### src/rtl/cpu_pkg.sv
package cpu_pkg;

   typedef logic [31:0] word_t;      // data and address word
   typedef logic [3:0]  reg_idx_t;
   typedef logic [7:0]  flags_t;
   typedef logic [5:0]  alu_op_t;    // {ic[25:24], ic[19:16]}
   typedef logic [7:0]  ram_addr_t;  // word index into code_ram

   localparam int RAM_WORDS = 256;

   // flag bit positions
   localparam int FLAG_C = 0;   // carry
   localparam int FLAG_S = 1;   // sign
   localparam int FLAG_Z = 2;   // zero
   localparam int FLAG_V = 3;   // overflow
   localparam int FLAG_P = 4;   // pre-modify default
   localparam int FLAG_U = 5;   // up/down default

   // instruction classes in ic[27:25]
   localparam logic [2:0] INST_ALU2 = 3'd0;
   localparam logic [2:0] INST_ALU1 = 3'd1;
   localparam logic [2:0] INST_CALL = 3'd2;
   localparam logic [2:0] INST_EXT  = 3'd3;
   localparam logic [2:0] INST_ST_R = 3'd4;
   localparam logic [2:0] INST_LD_R = 3'd5;
   localparam logic [2:0] INST_ST_I = 3'd6;
   localparam logic [2:0] INST_LD_I = 3'd7;

   // low alu op in ic[19:16], 11..15 do nothing
   localparam logic [3:0] OP_ADD = 4'd0;
   localparam logic [3:0] OP_ADC = 4'd1;
   localparam logic [3:0] OP_SUB = 4'd2;
   localparam logic [3:0] OP_SBB = 4'd3;
   localparam logic [3:0] OP_AND = 4'd4;
   localparam logic [3:0] OP_OR  = 4'd5;
   localparam logic [3:0] OP_XOR = 4'd6;
   localparam logic [3:0] OP_MOV = 4'd7;
   localparam logic [3:0] OP_CMP = 4'd8;
   localparam logic [3:0] OP_SHL = 4'd9;
   localparam logic [3:0] OP_SHR = 4'd10;

   // condition field ic[31:28]
   localparam logic [3:0] COND_AL = 4'd0;
   localparam logic [3:0] COND_EQ = 4'd1;
   localparam logic [3:0] COND_NE = 4'd2;
   localparam logic [3:0] COND_CS = 4'd3;
   localparam logic [3:0] COND_CC = 4'd4;
   localparam logic [3:0] COND_MI = 4'd5;
   localparam logic [3:0] COND_PL = 4'd6;
   localparam logic [3:0] COND_VS = 4'd7;
   localparam logic [3:0] COND_VC = 4'd8;
   localparam logic [3:0] COND_NV = 4'd15;

   localparam reg_idx_t REG_PC = 4'd15;
   localparam reg_idx_t REG_LR = 4'd14;

   // encoding doubles as the clk_stat code
   typedef enum logic [2:0] {
      PH_IDLE  = 3'd0,
      PH_FETCH = 3'd1,
      PH_EXEC  = 3'd2,
      PH_MEM   = 3'd3,
      PH_WB    = 3'd4
   } phase_t;

endpackage

### src/rtl/phase_sched.sv
module phase_sched
(
   input  logic       clk,
   input  logic       arst_n,
   input  logic       run,
   output logic       phf,
   output logic       phe,
   output logic       phm,
   output logic       phw,
   output logic [2:0] clk_stat
);
   import cpu_pkg::*;

   phase_t state;
   phase_t state_nxt;

   always_comb
   begin
      state_nxt = state;
      case (state)
         PH_IDLE:  state_nxt = run ? PH_FETCH : PH_IDLE;
         PH_FETCH: state_nxt = PH_EXEC;
         PH_EXEC:  state_nxt = PH_MEM;
         PH_MEM:   state_nxt = PH_WB;
         PH_WB:    state_nxt = run ? PH_FETCH : PH_IDLE;  // stop only between instructions
         default:  state_nxt = PH_IDLE;
      endcase
   end

   always_ff @(posedge clk or negedge arst_n)
   begin
      if (!arst_n)
         state <= PH_IDLE;
      else
         state <= state_nxt;
   end

   assign phf      = (state == PH_FETCH);
   assign phe      = (state == PH_EXEC);
   assign phm      = (state == PH_MEM);
   assign phw      = (state == PH_WB);
   assign clk_stat = 3'(state);

   a_phase_onehot: assert property (@(posedge clk) disable iff (!arst_n)
      $onehot0({phf, phe, phm, phw}));

endmodule

### config.mk
export PLATFORM = sky130hd
export DESIGN_NAME = phase_sched
export DESIGN_NICKNAME = d
export VERILOG_FILES = /design/src/rtl/cpu_pkg.sv /design/src/rtl/phase_sched.sv
export SDC_FILE = /design/constraint.sdc
export NUM_CORES = 1
export LEC_CHECK = 0
export BUFFER_PORTS_ARGS = -buffer_cell sky130_fd_sc_hd__buf_2
export CAP_MARGIN = 20
export CORE_AREA = 10 10 47 49
export CTS_CLUSTER_DIAMETER = 200
export DETAILED_ROUTE_END_ITERATION = 10
export DIE_AREA = 0 0 57 59
export GPL_TIMING_DRIVEN = 0
export PLACE_DENSITY = 0.34
export SETUP_SLACK_MARGIN = 0.2
export SLEW_MARGIN = 25
export SYNTH_ARGS = -nofsm -noshare
export SYNTH_HDL_FRONTEND = slang
export SYNTH_SLANG_ARGS = --single-unit
### constraint.sdc
create_clock -name clk -period 1.6 [get_ports clk]
set_input_delay 0.08 -clock clk [delete_from_list [all_inputs] [get_ports clk]]
set_output_delay 0.08 -clock clk [all_outputs]
set_load 0.02 [all_outputs]
# --- After elaboration in Yosys (flattened, before gate mapping) ---
# Index checks and enable logic that the tools add are counted.
word_totals:
  register_bits: 3
  output_inout_bits: 7
  inputBits: 3
  wordCells: 9
classes:
  eq_ne: 4
  muxes: 2
  reduce_logical: 2
ops:
  columns: ["operator", "count"]
  rows:
  - ["$pmux W3 S4", 1]
  - ["$eq A3 B2 Y1 const B", 2]
  - ["$eq A3 B1 Y1 const B", 1]
  - ["$eq A3 B3 Y1 const B", 1]
  - ["$logic_not A3 Y1", 1]
  - ["$reduce_or A2 Y1", 1]
  - ["$mux W1", 1]

# --- Depth between registers and ports, before layout ---
depth:
  ltp_word: 3
  ltp_mapped: 2
  depth_no_buf: 2

# --- Worst setup path before layout ---
# OpenSTA, ideal clock, no wires.
synth_path:
  path_kind: "register -> output"
  startpoint: "reg state[0], in the netlist clk_stat[0]"
  endpoint: "out phf"
  slack_ps: 420
  arrival_time_ps: 1100
  stages_incl_launch_ff: 2
  t_required_ps: 1520
  n_path_buf: 0
  path_cell_list: "dfrtp_1 nor3b_1"
synth_via:
  elab_chain_cells: 1
synth_lines:
  columns: ["element", "line_no", "text"]
  rows:
  - ["from (decl)", "phase_sched.sv:14", "phase_t state;"]
  - ["from (signal assigned)", "phase_sched.sv:35", "state <= state_nxt;"]
  - ["$eq A3 B1 Y1", "phase_sched.sv:38", "assign phf = (state == PH_FETCH);"]
  - ["to (decl)", "phase_sched.sv:6", "output logic phf,"]
# Every way passes these cells.

# --- Worst setup path after layout ---
layout_path:
  startpoint: "reg state[1], in the netlist clk_stat[1]"
  endpoint: "out phw"
layout_via:
  elab_chain_cells: 1
layout_lines:
  columns: ["element", "line_no", "text"]
  rows:
  - ["$eq A3 B3 Y1", "phase_sched.sv:41", "assign phw = (state == PH_WB);"]
  - ["to (decl)", "phase_sched.sv:9", "output logic phw,"]
# Every way passes these cells.

==> metrics.md <==
| Metric | Value |
|---|---|
| Synth area leader | dfrtp_1 |
| Setup TNS | 0 ns |
| DRT iter0 DRCs | 1 |
| Core Rows | 14 |
| Crit-path cells | nor3b_1, buf_2 |
| R2R cell count | 2 |
| Layout cell share with drive strength beyond 1 | 50.0% |
| # Post-CTS Setup Buffers | 0 |
| Fin Hold WS | 0.121 ns |
| Drt drc | 0 |
| Max Slew Vio Count | 0 |
| Slowest-stage cell, CP | dfrtp_1 |
| Dpl cell area | 206 um^2 |
| Total CTS buffers | 3 |
| Ports | 10 |
| Fin crit period | 1.19 ns |
| HP Class | in -> reg |
| Die width | between 50 and 60 um |
| Final cell count without fillers | 42 |
| Root buffer cell | clkbuf_4 |
| PD cells | 2440 nW/um^2 |
| FMAX | roughly 0.84 GHz |
| Worst skew pair latency | 0.23 ns |
| Flops & latches, synth | 3 |
| Die span in y | approximately 60 um |
| Crit path buffers/inverters | 1 |
| RR Startpoint | clk_stat[1] |
| Syn Area/Cell | 11.8 um^2 |
| Synth warnings | 0 |
| Initial antenna violation count | 0 |
| Tot GR Track Use | 3.07% |
| Crit path max fanout | 8 |
| Sequential area share after synthesis | 53.1% |
| CP Launch Type | flop |
| Max incr delay on CP | 0.44 ns |
| Worst Tran Pin Value | between 0.2 and 0.25 ns |
| Vias in the first global route | 150 |
| HP Start | run |
| Clock slew at reported path FFs | 0.04 ns |
| Relative slew slack | 84.8% |
| Dpl cells | 37 |
| Setup CP Type | reg -> out |
| RSZ-0062 raised after global routing | no |
| CTS max path bufs | 2 |
| Worst EP required | 1.52 ns |
| Clock tree sinks | 3 |
| Cell variety after synth | 8 |
| R2r setup slk | approximately 0.70 ns |
| Hold depth | 3 |
| Filler cells | 171 |
| Initial DRT Pass Iterations | 2 |
| Levels on crit path | 2 |
| Net count, final | 30 |
| Worst vdd ir | between 700 and 800 uV |
| Global-route wire length before repair | 696 um |
| Routed Antenna Nets | 0 |
| Syn_nets | 15 |
| Pwr Total | 591 uW |
| Die area | 3360 um^2 |
| Top cells by area, synth | dfrtp_1 (53%), nor3b_1 (16%), a21oi_2 (6.2%) |
| Reg area | about 75 um^2 |
| Leakage | 0.000123 uW |
| Post-Route WL | around 440 um |
| H-tree depth | 1 |
| Origin of the worst setup path | clk_stat[1] |
| Yosys top cell area share | 53.1% |
| Grt peak-use layer | met3 |
| Cts repair resizes | 0 |
| Crit-path leading delay family | flip-flops |
| Post-Synthesis Cell Area | 141 um^2 |
| Maxcap violations | 0 |
| Status | finished, final reports clean |
| Core area | 1400 um^2 |
| Largest register FFs | 3 |
| DPL Wire Length | 358 um |
| Vias | 146 |
| Critical path arrival | 1.11 ns |
| Fin area | 243 um^2 |
| CTS tree | built |
| CP endpoint kind | primary output |
| Fin crit share | 74.1% |
| Setup violators final | 0 |
| Met2 Resource Use GR | 2.17% |
| Syn Inst Count | 12 |
| Initial core utilization | 10.1% |
| Final Hold Viols | 0 |
| Multi-input logic area | 66.3 um^2 |
| Vias/cell | ~3.5 |
| Aggregate global routing overflow | 0 |
| Antenna cell count | 0 |
| Routing usage on met1 | 2.98% |
| Largest net degree at the start of global routing | 9 |
| Wire per inst | between 10 and 15 um |
| Fin Clk Skew | 0.00193 ns |
| Met3 Usage GRT | 4.29% |
| Area Overhead vs Synth | 71.7% |
| Port Buffers | 9 |
| Final Wtd Congestion | 0.655 |
[cells by family after synthesis]
family	after synthesis	synth area share, %
and+or+nand+nor	7	34.5
AOI/OAI and AO/OA	1	6.20
xor gates and xnor gates	1	6.20
DFF	3	53.1
[cell usage after synthesis]
| library cell | count |
|---|---|
| nor3b_1 | 3 |
| a21oi_2 | 1 |
| nand2b_1 | 1 |
| and3b_1 | 1 |
| or2b_1 | 1 |
| nor2_1 | 1 |
| dfrtp_1 | 3 |
| xnor2_1 | 1 |
[path summary, 6_finish.rpt]
path,endpoint
min in group asynchronous,clk_stat[1]
worst min-delay path,clk_stat[0]
max in group asynchronous,clk_stat[2]
worst max-delay path,phw
worst min register to register,clk_stat[1]
worst max register to register,clk_stat[0]
[cells in the final DEF (no fill, tap or decap), drive strengths merged]
cell type,netlist,routed
clkbuf,0,4
and3b,1,1
dlygate4sd3,0,1
nor2,1,1
buf,0,9
nand2b,1,1
dfrtp,3,3
or2b,1,1
a21oi,1,1
nor3b,3,3
xnor2,1,1
[power breakdown]
| group | switching, uW | internal [uW] |
|---|---|---|
| clock network | 37.0 | 93.3 |
| logic | 165 | 119 |
| registers | 64.3 | 112 |
[cell type report]
cell class                 count  area share (%)
clock buffer                   4            10.8
multi-input combinational      9            27.3
sequential                     3            30.9
tap                           16            8.25
timing repair buffer          10            22.7
[per-layer routing]
metal	vias to the layer above	share of wire [%]
met1	65	44
met5	-	0
met2	10	30
li1	71	-
met3	0	26
met4	0	0
[per-stage QoR]
stage / utilization (%) / worst slack (ns)
2_1_floorplan: - / 0.420
3_3_place_gp: 14.7 / 0.692
3_5_place_dp: 14.7 / 0.649
4_1_cts: 17.3 / 0.388
5_1_grt: 17.3 / 0.290
6_report: 17.3 / 0.415
[timing repair]
item,CTS,global route
endpoints found under the setup margin,0,0
hold endpoints to repair,3,0
hold buffers,1,0
[worst min-delay path, stage by stage]
cell,delay (ns)
buf_2,0.10
nand2b_1,0.07
a21oi_2,0.06
No activity file was read; power rests on OpenSTA's default activity.
